<file path="config.mk">
export PLATFORM = sky130hd
export DESIGN_NAME = gpuParser
export DESIGN_NICKNAME = d
export VERILOG_FILES = /design/src/gpuParserPkg.sv /design/src/gpuCommandDecoder.sv /design/src/gpuVertexCounter.sv /design/src/gpuParserFsm.sv /design/src/gpuAttribRegs.sv /design/src/gpuParser.sv
export SDC_FILE = /design/constraint.sdc
export NUM_CORES = 1
export LEC_CHECK = 0
export BUFFER_PORTS_ARGS = -buffer_cell sky130_fd_sc_hd__buf_2
export CELL_PAD_IN_SITES_DETAIL_PLACEMENT = 1
export CELL_PAD_IN_SITES_GLOBAL_PLACEMENT = 2
export CORE_ASPECT_RATIO = 2
export CORE_UTILIZATION = 29
export CTS_CLUSTER_SIZE = 8
export DETAILED_ROUTE_END_ITERATION = 7
export PLACE_DENSITY = 0.78
export REMOVE_ABC_BUFFERS = 1
export SLEW_MARGIN = 30
export SYNTH_ARGS = -nofsm -noshare
export SYNTH_HDL_FRONTEND = slang
export SYNTH_SLANG_ARGS = --single-unit
</file>
<file path="constraint.sdc">
create_clock -name i_clk -period 3 [get_ports i_clk]
set_input_delay 0.3 -clock i_clk [delete_from_list [all_inputs] [get_ports i_clk]]
set_output_delay 0.3 -clock i_clk [all_outputs]
set_load 0.05 [all_outputs]
</file>
<file path="src/gpuParserPkg.sv">
// GPU command parser shared types
// Command classes, parse states, issue codes, strobe bundles and command-byte constants

package gpuParserPkg;

    // ------------------------------
    // Command byte layout
    // ------------------------------
    localparam int CMD_BYTE_LSB = 24;

    localparam logic [7:0] CMD_BYTE_NOP          = 8'h00;
    localparam logic [7:0] CMD_BYTE_FILL         = 8'h02;
    localparam logic [7:0] CMD_BYTE_ATTRIB_FIRST = 8'hE1;
    localparam logic [7:0] CMD_BYTE_ATTRIB_LAST  = 8'hE6;
    // Top three bits of the byte select polygon and line groups
    localparam logic [2:0] CMD_GROUP_POLY = 3'b001;
    localparam logic [2:0] CMD_GROUP_LINE = 3'b010;

    // Polyline end marker, 5xxx5xxx
    localparam logic [31:0] TERMINATOR_MASK  = 32'hF000_F000;
    localparam logic [31:0] TERMINATOR_VALUE = 32'h5000_5000;

    // Attribute slots, low bits of E1..E6
    localparam logic [2:0] ATTRIB_TEX_PAGE    = 3'd1;
    localparam logic [2:0] ATTRIB_TEX_WINDOW  = 3'd2;
    localparam logic [2:0] ATTRIB_DRAW_TL     = 3'd3;
    localparam logic [2:0] ATTRIB_DRAW_BR     = 3'd4;
    localparam logic [2:0] ATTRIB_DRAW_OFFSET = 3'd5;
    localparam logic [2:0] ATTRIB_MASK        = 3'd6;

    // ------------------------------
    // Types
    // ------------------------------
    typedef enum logic [2:0] {
        CMD_NOP, CMD_ATTRIB, CMD_POLY, CMD_LINE, CMD_FILL, CMD_OTHER
    } cmdKind_t;

    typedef struct packed {
        cmdKind_t   kind;
        logic       isQuad;
        logic       perVertexColor;
        logic       isPolyline;
        logic [2:0] attribIndex;
    } cmdInfo_t;

    typedef enum logic [3:0] {
        ST_IDLE, ST_COMMAND, ST_COLOR, ST_VERTEX, ST_XY, ST_SIZE,
        ST_WAIT_DONE, ST_COLOR_HOLD, ST_VERTEX_HOLD
    } parserState_t;

    typedef enum logic [1:0] {
        ISSUE_NONE, ISSUE_TRIANGLE, ISSUE_LINE, ISSUE_FILL
    } primIssue_t;

    // Vertex register strobes, vertexId 3 selects no slot
    typedef struct packed {
        logic       loadVertex;
        logic       loadColor;
        logic       loadAllColor;
        logic       loadCorner;
        logic       loadSize;
        logic [1:0] vertexId;
    } vertexCtl_t;

    typedef struct packed {
        logic       valid;
        logic [2:0] index;
    } attribLoad_t;

    typedef struct packed {
        logic [23:0] texPage;
        logic [23:0] texWindow;
        logic [23:0] drawAreaTL;
        logic [23:0] drawAreaBR;
        logic [23:0] drawOffset;
        logic [23:0] maskSetting;
    } attribRegs_t;

endpackage

</file>
<file path="src/gpuCommandDecoder.sv">
// GPU command decoder
// Turns a command byte into its class and the per-command flags

`timescale 1ns/1ps

module gpuCommandDecoder (
    input  logic [7:0]             i_command,
    output gpuParserPkg::cmdInfo_t o_info
);
    import gpuParserPkg::*;

    cmdKind_t kind;
    logic     isPolyOrLine;

    // Byte range to class
    always_comb begin
        if (i_command == CMD_BYTE_NOP) begin
            kind = CMD_NOP;
        end else if (i_command == CMD_BYTE_FILL) begin
            kind = CMD_FILL;
        end else if (i_command[7:5] == CMD_GROUP_POLY) begin
            kind = CMD_POLY;
        end else if (i_command[7:5] == CMD_GROUP_LINE) begin
            kind = CMD_LINE;
        end else if ((i_command >= CMD_BYTE_ATTRIB_FIRST) &&
                     (i_command <= CMD_BYTE_ATTRIB_LAST)) begin
            kind = CMD_ATTRIB;
        end else begin
            // E0, E7.., copies, sprites and the rest
            kind = CMD_OTHER;
        end
    end

    assign isPolyOrLine = (kind == CMD_POLY) || (kind == CMD_LINE);

    // Word bit 27 is byte bit 3, word bit 28 is byte bit 4
    always_comb begin
        o_info.kind           = kind;
        o_info.isQuad         = (kind == CMD_POLY) & i_command[3];
        o_info.perVertexColor = isPolyOrLine & i_command[4];
        o_info.isPolyline     = (kind == CMD_LINE) & i_command[3];
        o_info.attribIndex    = i_command[2:0];
    end

endmodule

</file>
<file path="src/gpuVertexCounter.sv">
// Vertex counter
// Tracks loaded vertices and derives the slot and primitive-emit conditions

`timescale 1ns/1ps

module gpuVertexCounter (
    input  logic                   i_clk,
    input  logic                   i_rstGPU,
    input  logic                   i_clear,
    input  logic                   i_increment,
    input  gpuParserPkg::cmdInfo_t i_info,
    output logic [1:0]             o_vertexId,
    output logic                   o_isSecondVertex,
    output logic                   o_canEmitTriangle,
    output logic                   o_isFinalPolyVertex
);
    import gpuParserPkg::*;

    logic [1:0] vertexCnt;
    // Polylines keep cycling, so a zero count does not mean first
    logic       isFirstVertex;

    always_ff @(posedge i_clk) begin
        if (i_rstGPU || i_clear) begin
            vertexCnt     <= 2'd0;
            isFirstVertex <= 1'b1;
        end else if (i_increment) begin
            vertexCnt     <= vertexCnt + 2'd1;
            isFirstVertex <= 1'b0;
        end
    end

    // Lines ping-pong 0/1, quad vertex 4 lands in slot 0
    always_comb begin
        if (i_info.kind == CMD_LINE) begin
            o_vertexId = {1'b0, vertexCnt[0]};
        end else if (i_info.kind == CMD_POLY) begin
            o_vertexId = (vertexCnt == 2'd3) ? 2'd0 : vertexCnt;
        end else begin
            o_vertexId = 2'd3;
        end
    end

    assign o_isSecondVertex    = i_info.isPolyline ? !isFirstVertex : (vertexCnt == 2'd1);
    assign o_canEmitTriangle   = vertexCnt[1];
    assign o_isFinalPolyVertex = i_info.isQuad ? (vertexCnt == 2'd3) : (vertexCnt == 2'd2);

endmodule

</file>
<file path="src/gpuParserFsm.sv">
// Parse state machine
// Stores the command byte, steps through parameter words, drives reads, strobes and issue

`timescale 1ns/1ps

module gpuParserFsm (
    input  logic                      i_clk,
    input  logic                      i_rstGPU,
    input  logic [31:0]               i_fifoData,
    input  logic                      i_dataValid,
    input  logic                      i_isTerminator,
    input  logic                      i_isFifoNotEmpty,
    input  logic                      i_gpuBusy,
    input  logic                      i_ignoreColor,
    input  gpuParserPkg::cmdInfo_t    i_info,
    input  logic [1:0]                i_vertexId,
    input  logic                      i_isSecondVertex,
    input  logic                      i_canEmitTriangle,
    input  logic                      i_isFinalPolyVertex,
    output logic [7:0]                o_command,
    output logic                      o_clearVertex,
    output logic                      o_incVertex,
    output logic                      o_readFIFO,
    output gpuParserPkg::vertexCtl_t  o_vertexCtl,
    output gpuParserPkg::attribLoad_t o_attribLoad,
    output gpuParserPkg::primIssue_t  o_issuePrimitive,
    output logic                      o_waitingNewCommand
);
    import gpuParserPkg::*;

    parserState_t stateQ;
    parserState_t nextLogical;
    parserState_t nextState;
    logic [7:0]   commandQ;
    logic         needWord;
    logic         cmdDone;
    primIssue_t   issue;
    vertexCtl_t   ctl;

    // ------------------------------
    // Command byte and state
    // ------------------------------
    always_ff @(posedge i_clk) begin
        if (i_rstGPU) begin
            stateQ   <= ST_IDLE;
            commandQ <= 8'd0;
        end else begin
            stateQ <= nextState;
            if (stateQ == ST_COMMAND && i_dataValid) begin
                commandQ <= o_command;
            end
        end
    end

    // Decoder sees the live byte while it is being captured
    assign o_command = (stateQ == ST_COMMAND) ? i_fifoData[CMD_BYTE_LSB +: 8] : commandQ;

    // Attribute write lands one clock after the command word
    always_ff @(posedge i_clk) begin
        if (i_rstGPU) begin
            o_attribLoad <= '0;
        end else begin
            o_attribLoad.valid <= (stateQ == ST_COMMAND) && i_dataValid &&
                                  (i_info.kind == CMD_ATTRIB);
            o_attribLoad.index <= i_info.attribIndex;
        end
    end

    // ------------------------------
    // Next state and strobes
    // ------------------------------
    always_comb begin
        nextLogical   = stateQ;
        needWord      = 1'b0;
        cmdDone       = 1'b0;
        issue         = ISSUE_NONE;
        ctl           = '0;
        ctl.vertexId  = 2'd3;
        o_clearVertex = 1'b0;
        o_incVertex   = 1'b0;
        case (stateQ)
            ST_IDLE: begin
                o_clearVertex = 1'b1;
                needWord      = 1'b1;
                nextLogical   = ST_COMMAND;
            end
            ST_COMMAND: if (i_dataValid) begin
                // First color rides in the command word
                ctl.loadColor    = 1'b1;
                ctl.loadAllColor = i_ignoreColor | ~i_info.perVertexColor;
                ctl.vertexId     = i_vertexId;
                case (i_info.kind)
                    CMD_POLY, CMD_LINE: begin
                        needWord    = 1'b1;
                        nextLogical = ST_VERTEX;
                    end
                    CMD_FILL: begin
                        needWord    = 1'b1;
                        nextLogical = ST_XY;
                    end
                    default: nextLogical = ST_IDLE;
                endcase
            end
            ST_XY: if (i_dataValid) begin
                ctl.loadCorner = 1'b1;
                needWord       = 1'b1;
                nextLogical    = ST_SIZE;
            end
            ST_SIZE: if (i_dataValid) begin
                ctl.loadSize = 1'b1;
                issue        = ISSUE_FILL;
                nextLogical  = ST_WAIT_DONE;
            end
            ST_COLOR: if (i_dataValid) begin
                // Terminator may replace a color
                if (i_info.isPolyline && i_isTerminator) begin
                    nextLogical = ST_IDLE;
                end else begin
                    ctl.loadColor = 1'b1;
                    ctl.vertexId  = i_vertexId;
                    needWord      = 1'b1;
                    nextLogical   = ST_VERTEX;
                end
            end
            ST_VERTEX: if (i_dataValid) begin
                if (i_info.isPolyline && i_isTerminator) begin
                    nextLogical = ST_IDLE;
                end else begin
                    ctl.loadVertex = 1'b1;
                    ctl.vertexId   = i_vertexId;
                    o_incVertex    = 1'b1;
                    if (i_info.kind == CMD_POLY) begin
                        if (i_canEmitTriangle) begin
                            issue = ISSUE_TRIANGLE;
                        end
                        cmdDone = i_isFinalPolyVertex;
                    end else begin
                        if (i_isSecondVertex) begin
                            issue = ISSUE_LINE;
                        end
                        cmdDone = i_isSecondVertex & ~i_info.isPolyline;
                    end
                    if (cmdDone) begin
                        nextLogical = ST_WAIT_DONE;
                    end else if (issue != ISSUE_NONE) begin
                        // Park until the renderer has taken the vertices
                        nextLogical = i_info.perVertexColor ? ST_COLOR_HOLD : ST_VERTEX_HOLD;
                    end else begin
                        needWord    = 1'b1;
                        nextLogical = i_info.perVertexColor ? ST_COLOR : ST_VERTEX;
                    end
                end
            end
            // Read is blocked by busy, so these exit once rendering ends
            ST_COLOR_HOLD: begin
                needWord    = 1'b1;
                nextLogical = ST_COLOR;
            end
            ST_VERTEX_HOLD: begin
                needWord    = 1'b1;
                nextLogical = ST_VERTEX;
            end
            ST_WAIT_DONE: nextLogical = i_gpuBusy ? ST_WAIT_DONE : ST_IDLE;
            default: nextLogical = ST_IDLE;
        endcase
    end

    // Word-consuming transitions only advance on a read
    assign o_readFIFO          = needWord & i_isFifoNotEmpty & ~i_gpuBusy;
    assign nextState           = (!needWord || o_readFIFO) ? nextLogical : stateQ;
    assign o_vertexCtl         = ctl;
    assign o_issuePrimitive    = i_gpuBusy ? ISSUE_NONE : issue;
    assign o_waitingNewCommand = (stateQ == ST_IDLE);

    // A request raised while the renderer is busy would be masked and lost
    assert property (@(posedge i_clk) disable iff (i_rstGPU)
        i_gpuBusy |-> (issue == ISSUE_NONE))
        else $error("primitive request dropped while renderer busy");

    // Renderer answers a request with busy, so the next cycle cannot read
    assert property (@(posedge i_clk) disable iff (i_rstGPU)
        (o_issuePrimitive != ISSUE_NONE) |=> !o_readFIFO)
        else $error("FIFO read right after primitive issue");

endmodule

</file>
<file path="src/gpuAttribRegs.sv">
// Render attribute registers
// Latches the 24-bit payloads of E1..E6 by decoded index

`timescale 1ns/1ps

module gpuAttribRegs (
    input  logic                      i_clk,
    input  logic                      i_rstGPU,
    input  gpuParserPkg::attribLoad_t i_attribLoad,
    input  logic [23:0]               i_payload,
    output gpuParserPkg::attribRegs_t o_regs
);
    import gpuParserPkg::*;

    // Command word payload, one cycle behind the FIFO
    logic [23:0] payloadQ;

    always_ff @(posedge i_clk) begin
        payloadQ <= i_payload;
    end

    // ------------------------------
    // Indexed write
    // ------------------------------
    always_ff @(posedge i_clk) begin
        if (i_rstGPU) begin
            o_regs <= '0;
        end else if (i_attribLoad.valid) begin
            case (i_attribLoad.index)
                ATTRIB_TEX_PAGE:    o_regs.texPage     <= payloadQ;
                ATTRIB_TEX_WINDOW:  o_regs.texWindow   <= payloadQ;
                ATTRIB_DRAW_TL:     o_regs.drawAreaTL  <= payloadQ;
                ATTRIB_DRAW_BR:     o_regs.drawAreaBR  <= payloadQ;
                ATTRIB_DRAW_OFFSET: o_regs.drawOffset  <= payloadQ;
                ATTRIB_MASK:        o_regs.maskSetting <= payloadQ;
                // E0 and E7 never get here
                default: ;
            endcase
        end
    end

endmodule

</file>
<file path="src/gpuParser.sv">
// GPU command parser top level
// Finds the polyline terminator and connects decoder, counter, FSM and registers

`timescale 1ns/1ps

module gpuParser (
    input  logic                      i_clk,
    input  logic                      i_rstGPU,
    input  logic [31:0]               i_fifoData,
    input  logic                      i_dataValid,
    input  logic                      i_isFifoNotEmpty,
    input  logic                      i_gpuBusy,
    input  logic                      i_ignoreColor,
    output logic                      o_readFIFO,
    output gpuParserPkg::primIssue_t  o_issuePrimitive,
    output gpuParserPkg::vertexCtl_t  o_vertexCtl,
    output gpuParserPkg::attribRegs_t o_attribRegs,
    output logic                      o_waitingNewCommand
);
    import gpuParserPkg::*;

    cmdInfo_t    info;
    attribLoad_t attribLoad;
    logic [7:0]  command;
    logic [1:0]  vertexId;
    logic        isTerminator;
    logic        clearVertex;
    logic        incVertex;
    logic        isSecondVertex;
    logic        canEmitTriangle;
    logic        isFinalPolyVertex;

    // Only meaningful on a valid word inside a polyline
    assign isTerminator = ((i_fifoData & TERMINATOR_MASK) == TERMINATOR_VALUE);

    gpuCommandDecoder u_decoder (
        .i_command (command),
        .o_info    (info)
    );

    gpuVertexCounter u_vertexCounter (
        .i_clk               (i_clk),
        .i_rstGPU            (i_rstGPU),
        .i_clear             (clearVertex),
        .i_increment         (incVertex),
        .i_info              (info),
        .o_vertexId          (vertexId),
        .o_isSecondVertex    (isSecondVertex),
        .o_canEmitTriangle   (canEmitTriangle),
        .o_isFinalPolyVertex (isFinalPolyVertex)
    );

    gpuParserFsm u_fsm (
        .i_clk               (i_clk),
        .i_rstGPU            (i_rstGPU),
        .i_fifoData          (i_fifoData),
        .i_dataValid         (i_dataValid),
        .i_isTerminator      (isTerminator),
        .i_isFifoNotEmpty    (i_isFifoNotEmpty),
        .i_gpuBusy           (i_gpuBusy),
        .i_ignoreColor       (i_ignoreColor),
        .i_info              (info),
        .i_vertexId          (vertexId),
        .i_isSecondVertex    (isSecondVertex),
        .i_canEmitTriangle   (canEmitTriangle),
        .i_isFinalPolyVertex (isFinalPolyVertex),
        .o_command           (command),
        .o_clearVertex       (clearVertex),
        .o_incVertex         (incVertex),
        .o_readFIFO          (o_readFIFO),
        .o_vertexCtl         (o_vertexCtl),
        .o_attribLoad        (attribLoad),
        .o_issuePrimitive    (o_issuePrimitive),
        .o_waitingNewCommand (o_waitingNewCommand)
    );

    // Payload is the low part of the command word
    gpuAttribRegs u_attribRegs (
        .i_clk        (i_clk),
        .i_rstGPU     (i_rstGPU),
        .i_attribLoad (attribLoad),
        .i_payload    (i_fifoData[CMD_BYTE_LSB-1:0]),
        .o_regs       (o_attribRegs)
    );

endmodule

</file>
==> results.txt, run 1 <==
The residual antenna-violating net count after detailed routing is 0. TritonCTS built the clock tree. After layout, the worst setup slack is -0.117 ns. The detailed-route via count is 6898. Counting I/O delays and the setup requirement, the final critical path takes 3.12 ns. In this run the worst setup path begins at u_fsm.stateQ[1]$_SDFFE_PP0P_. The relative max-transition margin is 41.6%. The violation count after the first detailed-routing iteration came out at 333.

The worst flop-to-flop path endpoint is u_fsm.stateQ[2]$_SDFFE_PP0P_. The max-cap violation count came out at 0. The total grt overflow came out at 0. In this run the number of cells on the critical path is 7. Among all flip-flop cells after synthesis, the most frequent one is sky130_fd_sc_hd__dfxtp_1. The initial antenna violation count is 0.

The first global-routing pass estimated 39800 um of wire. The synthesized design contains 187 register bits. The yosys synthesis warning count is 0. The cell type of the slowest stage on the worst timing path is sky130_fd_sc_hd__or4b_4. For the worst flop-to-flop path, the logic depth is 8. The routing usage on met1 is 20.9%. The layer with the highest usage is met2. In this run the count of I/O pins placed on the die edge is 193. Counting every sink on the clock net gives 187.

The largest incremental delay on the critical path came out at 0.59 ns. The total CTS buffers is 17. The clock root buffer is sky130_fd_sc_hd__clkbuf_16.

The final setup violation count is 2. The worst setup path category is register to output pin. In this run the tool buffered the top-level ports with 192 buffer cells. Setup repair after global routing could not meet its margin everywhere. VDD sags by at most 0.000375 V. The pin count of the biggest net entering global routing is 71. The net switching component of the power is 0.00116 W.

The post-CTS clock slew at the launch and capture registers of the worst setup and hold paths came out at 0.07 ns. The minimum setup slack after placement came out at 0.166 ns. The critical path ends at o_readFIFO. The number of vias per cell after detailed routing is 4.94.

The initial cell density of the core came out at 29.5%. The share of synthesized area occupied by flip-flops and latches came out at 53.3%. The internal portion of total power came out at 0.00404 W. The fraction of layout instances using a drive strength above 1 came out at 25.0%. The final reports fail on design-rule violations, negative setup slack. A synthesized cell averages 7.94 um^2. The synthesized design devotes to its leading area cell type 53.3% of total area. The final worst clock skew came out at 0.00879 ns.

The critical path startpoint category is a register. The total number of nets in the final design came out at 1138. The number of detailed-routing iterations run before antenna repair came out at 6. Global routing consumed, on the met3 layer, 4.05% of the routing resources.

The final hold violation count came out at 0. sky130_fd_sc_hd__dfxtp_1 takes more of the synthesized area than any other cell. Among cell families on the critical path, the largest total delay comes from compound AO/OA/AOI/OAI gates. The number of global-route vias before repair came to 6866. The die area came out at 24900 um^2. The critical path goes through or4b_4 > mux2_4 > a211oi_4 > a41oi_4 > o211a_1 > nor2b_2 > buf_6. The flow ran to the end, but the final reports show violations. Row generation in the floorplan step produced 80 rows. The number of buffers on the longest clock path came out at 2. The routed wire length per instance came out at 19.0 um. The pin slew with the least headroom to its limit is 0.877 ns. For the final routed database, the setup TNS stands at -0.172 ns. The reported leakage power is 3.75 nW. The HPWL reported at the end of detailed placement came out at 18700 um. The path class of the tightest hold or removal check is input pin to register. The unique cell type count in the Yosys netlist is 53.

In the finished design, the share of the clock period the worst path needs comes to 104%. The placeable core area is 23800 um^2. The share of synthesized flip-flops with an asynchronous set or reset is 0%. The sum of buffers and inverters on the critical path is 1. The met2 track utilization from global routing is 42.2%.

The total number of H-tree levels is 4. The top achievable clock speed is 321 MHz. STA classifies the critical path endpoint as an output pin.

The remaining routing DRC violations came out at 13. The total wire length came out at 26400 um. The data arrival time of the critical path came out at 2.82 ns.

The fraction of power spent switching nets is 22.4%. The later pin in the worst-skew pair is clocked with a latency of 0.44 ns. At the worst endpoint, the required time is 2.70 ns.

Measured along the y axis, the die boundary spans 222 um. Power spread over the standard cell area amounts to 557 nW/um^2. The global placement routability congestion came out at 0.851.

By area the synthesized netlist is led by sky130_fd_sc_hd__dfxtp_1 53%, sky130_fd_sc_hd__nand2_1 17%, sky130_fd_sc_hd__a21oi_1 12%, sky130_fd_sc_hd__clkbuf_1 2.7%, sky130_fd_sc_hd__nand3_1 1.7%. The most frequent cell after synthesis is sky130_fd_sc_hd__nand2_1. The area growth from synthesis to layout came out at 33.0%. The synthesized instance count is 884.

The worst register-to-register path begins at u_fsm.stateQ[1]$_SDFFE_PP0P_. After synthesis, the most frequently instantiated cells are 319 x sky130_fd_sc_hd__nand2_1, 187 x sky130_fd_sc_hd__dfxtp_1, 167 x sky130_fd_sc_hd__a21oi_1. The setup slack on the worst flop-to-flop path is 0.20 ns. The total routing resource utilization after global routing came out at 21.4%. The number of enable flip-flop cells after synthesis came out at 0. The synthesized area is 7020 um^2. The final count of pins violating max slew is 0. The number of inserted diodes came out at 0.

The share of total power dissipated in the clock network is 45.5%. The share of total power in combinational logic is 5.5%. The sequential group share of total power is 49.1%. The largest fanout on the critical path is 4.

The die span in x came out at 112 um.
## state kept, by name, indices dropped and copies added (netlist names)
register,cells
u_attribRegs.o_regs,144
u_vertexCounter.isFirstVertex,1
u_vertexCounter.vertexCnt,2
u_attribRegs.payloadQ,24
u_fsm.o_attribLoad,4
u_fsm.commandQ,8
u_fsm.stateQ,4
## power groups by stage
stage,clock network [W],logic (W),registers (W)
after CTS,0.00244,0.000284,0.00255
after global placement,0,0.000251,0.00261
final,0.00237,0.000285,0.00255
after detailed placement,0,0.000249,0.00261
after global routing,0.00251,0.000306,0.00256
after floorplan,0,0.000107,0.00260
## placed cells by master, fill, tap and decap left out, types with 4 or more instances in the layout
cell type                       instances
sky130_fd_sc_hd__dlygate4sd3_1         24
sky130_fd_sc_hd__clkbuf_8               5
sky130_fd_sc_hd__inv_1                  6
sky130_fd_sc_hd__nor3b_1                4
sky130_fd_sc_hd__nand4_1                4
sky130_fd_sc_hd__clkbuf_16             17
sky130_fd_sc_hd__buf_2                185
sky130_fd_sc_hd__buf_4                 37
sky130_fd_sc_hd__or3_1                  5
sky130_fd_sc_hd__nor2_1                17
sky130_fd_sc_hd__a21oi_1              167
sky130_fd_sc_hd__nand3_1               24
sky130_fd_sc_hd__buf_6                  4
sky130_fd_sc_hd__nand2_1              318
sky130_fd_sc_hd__nand2b_1               9
sky130_fd_sc_hd__nor3_1                 7
sky130_fd_sc_hd__dfxtp_1              185
sky130_fd_sc_hd__nor2_2                 4
sky130_fd_sc_hd__nor2b_1                6
sky130_fd_sc_hd__ha_1                   5
sky130_fd_sc_hd__clkbuf_1               4
## worst min-delay path, cell delays in order
cell	delay [ns]
sky130_fd_sc_hd__buf_2	0.14
sky130_fd_sc_hd__nand2_1	0.06
sky130_fd_sc_hd__a21oi_1	0.05
## worst min-delay path by stage
stage,from,to,slack [ns],cells past startpoint
after global routing,i_fifoData[26],u_fsm.o_attribLoad[2]$_SDFF_PP0_,0.16,3
after global placement,i_fifoData[11],u_attribRegs.payloadQ[11]$_DFF_P_,0.40,1
final,i_fifoData[25],u_fsm.o_attribLoad[1]$_SDFF_PP0_,0.16,3
after CTS,i_fifoData[25],u_fsm.o_attribLoad[1]$_SDFF_PP0_,0.13,3
after floorplan,i_fifoData[0],u_attribRegs.payloadQ[0]$_DFF_P_,0.33,0
after detailed placement,i_fifoData[22],u_attribRegs.payloadQ[22]$_DFF_P_,0.40,1
## through the flow
| step | instances | utilization [%] | instance area [um^2] | total power (W) | hold slack (ns) |
|---|---|---|---|---|---|
| floorplan | 825 | - | 6780 | 0.00270 | 0.328 |
| global placement | 1333 | 35.0 | 8350 | 0.00286 | 0.402 |
| detailed placement | 1333 | 35.0 | 8350 | 0.00286 | 0.404 |
| CTS | 1393 | 39.1 | 9320 | 0.00528 | 0.128 |
| global route | 1395 | 39.2 | 9340 | 0.00537 | 0.162 |
| finish | 1395 | 39.2 | 9340 | 0.00520 | 0.163 |
## layout make-up
class                   instances  area [um^2]
fillers                      2960        14500
clock buffers                  26          509
flip-flops and latches        187         3750
multi-input cells             631         3080
clock inverters                 6          108
inverters                       7         26.3
repair buffers                251         1510
well taps                     287          359
## what timing repair did
action | CTS | global route
cloned | 0 | 0
setup endpoints to repair | 6 | 5
gates resized for setup | 20 | 4
endpoints found under the hold margin | 24 | 0
setup buffers | 4 | 2
hold buffers | 24 | 0
pin swaps | 4 | 5
## cell families (layout without fill, tap and decap cells)
| family | Yosys count | after routing | synth area share (%) |
|---|---|---|---|
| AND/OR/NAND/NOR | 420 | 420 | 25.4 |
| flip-flops | 187 | 187 | 53.3 |
| AO/OA/AOI/OAI | 199 | 199 | 15.5 |
| XOR/XNOR | 3 | 3 | 0.374 |
| multiplexers | 4 | 4 | 0.695 |
| adder cells (fa/ha/maj) | 5 | 5 | 0.891 |
| buffers and inverters | 66 | 290 | 3.85 |
## per-layer routing
layer | wire length (um) | vias to the layer above
li1 | - | 3352
met1 | 9760 | 3342
met2 | 14900 | 164
met3 | 976 | 40
met4 | 805 | 0
met5 | 0 | -
No activity file was read; power rests on OpenSTA's default activity.
==> inputs of run 2 (changes only) <==
SKIP_CTS_REPAIR_TIMING = 1   (was not set)
==> run 2 against run 1 <==
  * The flow still finishes with violations (design-rule violations, negative setup slack)
  * Global-route usage decreased by 0.23 points
  * Combinational power hardly changed
  * Die area did not move
==> results.txt, run 2 (synthesis results as in run 1) <==
Row generation in the floorplan step produced 80 rows. The total number of nets in the final design is 1136. The origin of the worst setup path is u_fsm.stateQ[2]$_SDFFE_PP0P_. The largest registers in the layout are u_attribRegs.o_regs (144), u_attribRegs.payloadQ (24), u_fsm.commandQ (8). The clock period minus worst slack came out at 3.09 ns. After clock tree synthesis, the clock-pin slew on the worst setup and hold paths is 0.07 ns. The worst path setup slack after routing came out at -0.0883 ns. The combined flip-flop and latch cell area came out at 3740 um^2. The startpoint of the lowest-slack register-to-register path is u_fsm.stateQ[2]$_SDFFE_PP0P_. The tree is rooted in a sky130_fd_sc_hd__clkbuf_16. Entering global routing, the biggest net connects 71 pins. The number of I/O port buffers came out at 192.

TritonCTS built the clock tree. The critical path endpoint category is an output pin. The vertical extent of the die is 222 um.

The cell area after placement is 8350 um^2. The critical path is of the register to output pin type. Hold is met by 0.167 ns.

The total CTS buffers is 17. The number of vias per cell after detailed routing came out at 4.96. The first global-routing pass estimated 39300 um of wire. The minimum setup slack after placement came out at 0.166 ns.

In the layout the commonest cells are 318 x sky130_fd_sc_hd__nand2_1, 186 x sky130_fd_sc_hd__dfxtp_1, 185 x sky130_fd_sc_hd__buf_2. The final worst clock skew came out at 0.00910 ns. The placeable core area came out at 23800 um^2.

The worst setup path is launched from a register. The final cycle utilization of the critical path came out at 103%. The number of placed I/O pins came out at 193. The number of detailed-routing iterations run before antenna repair is 6.

The total wire length is 26400 um. The power density over the cells is 558 nW/um^2. The total routing resource utilization after global routing is 21.2%. The max-cap violation count came out at 0. The register with the most flip-flops in the layout has 144 of them.

The path class of the tightest hold or removal check is input pin to register. In this run the deepest clock path goes through 2 buffers. The total number of H-tree levels came out at 4.

Following the worst setup path forward leads to its endpoint at o_readFIFO. The die area came out at 24900 um^2. The setup slack on the worst flop-to-flop path came out at 0.11 ns. The global placement routability congestion came out at 0.851. The remaining routing DRC violations came out at 13. The final hold violation count is 0. The number of inserted diodes is 0. The worst flop-to-flop path endpoint is u_fsm.stateQ[2]$_SDFFE_PP0P_.

The TritonCTS sink count is 187. Setup repair after global routing could not meet its margin everywhere. The relative max-transition margin is 42.7%. Once detail routing completed, the nets flagged for antenna violations numbered 0. IR analysis of the VDD net gives a maximum drop of 0.000375 V. The final design area excluding fillers came out at 9320 um^2.

The count of fill cells added during filler insertion came out at 2959. The logic depth of the worst register-to-register path came out at 9. The number of global-route vias before repair is 6710. The HPWL reported at the end of detailed placement is 18700 um. The run finished, with violations left. The area growth from synthesis to layout is 32.7%. For this run, the top clock speed supported by timing is 324 MHz.

The largest fanout on the critical path is 4. The register containing the most flip-flops in the final layout is u_attribRegs.o_regs. Data on the critical path is required at its endpoint by 2.70 ns. Global routing finished with a remaining overflow of 0. The initial cell density of the core is 29.5%. Measured along the x axis, the die boundary spans 112 um. The pin slew with the least headroom to its limit is 0.860 ns. The detailed-route via count is 6915. STA puts the critical path data arrival time at 2.79 ns. The reported leakage power is 3.74 nW. The final reports fail on design-rule violations, negative setup slack. The leading cell type in the layout, fill and taps excluded is sky130_fd_sc_hd__nand2_1. The final setup violation count came out at 2. The final count of pins violating max slew came out at 0. The clock latency of the later-clocked register in the worst-skew pair came out at 0.44 ns.

The detailed router finished its first iteration with 341 violations. In the final layout, the share of cells above drive strength 1 is 24.8%. The area taken by multi-input logic gates is 3080 um^2.

The initial antenna violation count came out at 0. Dividing the detail-routed wire length by the instance count gives 18.9 um.
## run 2: layout make-up
class	count	share of cell area [%]
clock inverter	6	1.15
tap	287	3.85
timing repair buffer	249	16.0
multi-input combinational	631	33.1
clock buffer	26	5.46
sequential	187	40.2
inverter	7	0.282
## run 2: worst min-delay path by stage
stage	startpoint	to	slack, ns	cells past startpoint
3_5_place_dp	i_fifoData[22]	u_attribRegs.payloadQ[22]$_DFF_P_	0.40	1
2_1_floorplan	i_fifoData[0]	u_attribRegs.payloadQ[0]$_DFF_P_	0.33	0
5_1_grt	i_fifoData[26]	u_fsm.o_attribLoad[2]$_SDFF_PP0_	0.16	3
6_report	i_fifoData[24]	u_fsm.o_attribLoad[0]$_SDFF_PP0_	0.17	3
4_1_cts	i_fifoData[19]	u_attribRegs.payloadQ[19]$_DFF_P_	-0.07	1
3_3_place_gp	i_fifoData[11]	u_attribRegs.payloadQ[11]$_DFF_P_	0.40	1
## run 2: metal layers
metal  share of wire, %  GRT usage, %  up-vias
met1                 37          20.7     3364
met2                 56          41.7      160
li1                   -             -     3349
met3                3.6          4.05       42
met5                  0             0        -
met4                3.3          9.55        0
## run 2: power by group
| group | switching (W) | leakage (nW) | internal, W |
|---|---|---|---|
| registers | 0.0000447 | 1.52 | 0.00251 |
| clock network | 0.000945 | 0.301 | 0.00142 |
| logic | 0.000174 | 1.92 | 0.000112 |
## run 2: through the flow
stage	total power, W	utilization, %	TNS (ns)	instances
finish	0.00521	39.1	-0.153	1393
global route	0.00537	39.1	-0.438	1393
CTS	0.00525	37.6	-1.19	1365
detailed placement	0.00286	35.0	0	1333
global placement	0.00286	35.0	0	1333
floorplan	0.00270	-	-4.79	825
## run 2: critical path, cell delays in order, from the launching register on
cell,delay (ns)
sky130_fd_sc_hd__dfxtp_2,0.33
sky130_fd_sc_hd__or4b_4,0.59
sky130_fd_sc_hd__mux2_4,0.35
sky130_fd_sc_hd__a211oi_4,0.29
sky130_fd_sc_hd__a41oi_4,0.18
sky130_fd_sc_hd__o211a_1,0.29
sky130_fd_sc_hd__nor2b_2,0.14
sky130_fd_sc_hd__buf_6,0.17
==> inputs of run 3 (changes only) <==
==> constraint.sdc (replaced) <==
create_clock -name i_clk -period 3 [get_ports i_clk]
set_input_delay 0.6 -clock i_clk [delete_from_list [all_inputs] [get_ports i_clk]]
set_output_delay 0.6 -clock i_clk [all_outputs]
set_load 0.05 [all_outputs]
==> run 3 against run 2 <==
  * The run still ends with design-rule violations, negative setup slack left
  * Critical path depth increased by 3
  * Total power up 0.91%
  * Sequential power hardly changed
  * Final cell count shrank 0.65%
  * Sequential share of layout area is 0.26 points higher
  * Combinational power about the same
  * Maximum frequency is 7.6% lower
  * Clock power up 2%
==> results.txt, run 3 (synthesis results as in run 1) <==
The required arrival time at the worst endpoint is 2.40 ns. Counting both buffers and inverters, the worst setup path holds a total of 4. The clock latency of the later-clocked register in the worst-skew pair came out at 0.44 ns. The total CTS buffers is 17. The highest ir drop seen on vdd came out at 0.000327 V. The critical path startpoint category is a register. The largest single stage delay on the critical path is 0.57 ns. The post-route worst hold slack is 0.255 ns. STA puts the critical path data arrival time at 2.74 ns.

The cell family contributing the most delay on the critical path is simple AND/OR/NAND/NOR gates. The initialized floorplan defines 80 standard-cell rows. The total number of nets in the final design came out at 1129. The routed wire length per instance came out at 19.6 um. The final worst clock skew came out at 0.0140 ns. The power density over the cells came out at 566 nW/um^2. The top achievable clock speed came out at 299 MHz. The die covers 24900 um^2. The most common cell type on the critical path is sky130_fd_sc_hd__buf_6. The max-cap violation count came out at 0. The relative max-transition margin came out at 40.7%. The total grt overflow came out at 0. The area growth from synthesis to layout is 32.2%. Once layout is complete, the utilization of the core stands at 39.0%. The number of antenna diodes in the final layout is 0.

In the final layout, the registers with the most flip-flops are u_attribRegs.o_regs (144), u_attribRegs.payloadQ (24), u_fsm.commandQ (8). After floorplanning, the core was sized to cover 23800 um^2. The pin count of the biggest net entering global routing came out at 74. The reported leakage power is 3.76 nW. Once detail routing completed, the nets flagged for antenna violations numbered 0. Clock tree synthesis selected as its root buffer the cell sky130_fd_sc_hd__clkbuf_16.

The library cell used most frequently in the layout, excluding fill and tap cells, is sky130_fd_sc_hd__nand2_1. The die is 222 um tall. Across the whole layout, storage elements account for 3750 um^2. The number of buffers on the longest clock path is 2. The slowest stage of the critical path belongs to the cell sky130_fd_sc_hd__or4b_4. The routed design uses 1030 um of met3 wire. The highest metal layer carrying signal wires in the routed design is met4. The number of placed I/O pins came out at 193. After routing the design area is 9280 um^2. Of all nets on the critical path, the largest fanout is 8. The number of global-route vias before repair came to 6817. The count of fill cells added during filler insertion came out at 2914.

Total power for the finished layout comes to 0.00525 W. The initial cell density of the core is 29.5%. The final route contains 6886 vias. The run finished, with violations left. Global routing consumed, over all layers together, 21.8% of the routing resources.

The tightest min-delay check is of the input pin to register type. The global-route wire length before repair came out at 40200 um. The number of vias per cell after detailed routing is 4.98. In the final layout, the share of cells above drive strength 1 is 27.0%. The final count of pins violating max slew was 0. The total routed wire length on the met1 layer is 9720 um. Setup slack on the critical path of the routed design comes to -0.343 ns.

The final hold violation count is 0. The initial antenna violation count is 0. In this run, the number of DRC markers left after iteration 0 of detailed routing was 307. The die span in x came out at 112 um. The H-tree was split into 4 levels. The global placement routability congestion is 0.901. At the pin with the least slew margin, the transition time is 0.890 ns. The count of cells in the finished layout, fillers not included, comes to 1384.

The total placed cells including tap cells is 1353. The TritonCTS sink count came out at 187. Summing all multi-input logic gate instances after layout gives 3100 um^2. The cell area after placement is 8510 um^2. The final cycle utilization of the critical path is 111%. The critical path goes through or4b_4 > buf_8 > mux2_4 > nand2_4 > buf_6 > nand4_1 > inv_2 > a31oi_1 > nor2_1 > buf_6. Setup repair after global routing could not meet its margin everywhere.

The worst setup path category is register to output pin. Setup violations remaining at the end of the flow were counted as 8. In the routed design, unresolved DRC markers number 12.

In the layout the commonest cells are 317 x sky130_fd_sc_hd__nand2_1, 184 x sky130_fd_sc_hd__dfxtp_1, 183 x sky130_fd_sc_hd__buf_2. The clock period minus worst slack is 3.34 ns. TritonCTS built the clock tree.

The number of I/O port buffers came out at 192. The HPWL reported at the end of detailed placement came out at 19500 um. The post-CTS clock slew at the launch and capture registers of the worst setup and hold paths is 0.07 ns.

The number of detailed-routing iterations run before antenna repair came out at 8. STA classifies the critical path endpoint as an output pin. u_attribRegs.o_regs holds more flip-flops than any other register. Detailed routing placed a total of 15300 um of wire on met2. The final reports fail on design-rule violations, negative setup slack. The total wire length came out at 27100 um. The register with the most flip-flops in the layout has 144 of them.
run 3: path summary, 6_finish.rpt:
| kind | end | cells past startpoint | slack (ns) | from |
|---|---|---|---|---|
| setup / recovery | o_issuePrimitive[0] | 10 | -0.34 | u_fsm.stateQ[2]$_SDFFE_PP0P_ |
| hold / removal | u_attribRegs.payloadQ[4]$_DFF_P_ | 1 | 0.25 | i_fifoData[4] |
| setup reg to reg | u_fsm.stateQ[1]$_SDFFE_PP0P_ | 12 | 0.06 | u_fsm.stateQ[3]$_SDFFE_PP0P_ |
| hold reg to reg | u_attribRegs.o_regs[72]$_SDFFE_PP0P_ | 2 | 0.45 | u_attribRegs.o_regs[72]$_SDFFE_PP0P_ |
run 3: cell type report:
class	count	area share, %
clock buffers	22	5.22
flip-flops and latches	187	40.4
inverters	7	0.283
multi-input cells	631	33.4
clock inverters	8	1.51
well taps	287	3.87
repair buffers	242	15.3
run 3: per-stage QoR:
step | TNS, ns | setup slack, ns
2_1_floorplan | -6.89 | -1.21
3_3_place_gp | -0.0574 | -0.0574
3_5_place_dp | -0.128 | -0.0713
4_1_cts | -3.02 | -0.566
5_1_grt | -2.47 | -0.429
6_report | -1.89 | -0.343
run 3: power by group:
group / internal, W / switching, W
sequential: 0.00251 / 0.0000445
clock: 0.00147 / 0.000947
combinational: 0.000105 / 0.000180
run 3: routing by layer:
metal,up-vias,track usage [%]
li1,3341,-
met1,3309,21.5
met2,184,42.8
met3,52,3.88
met4,0,10.5
met5,-,0
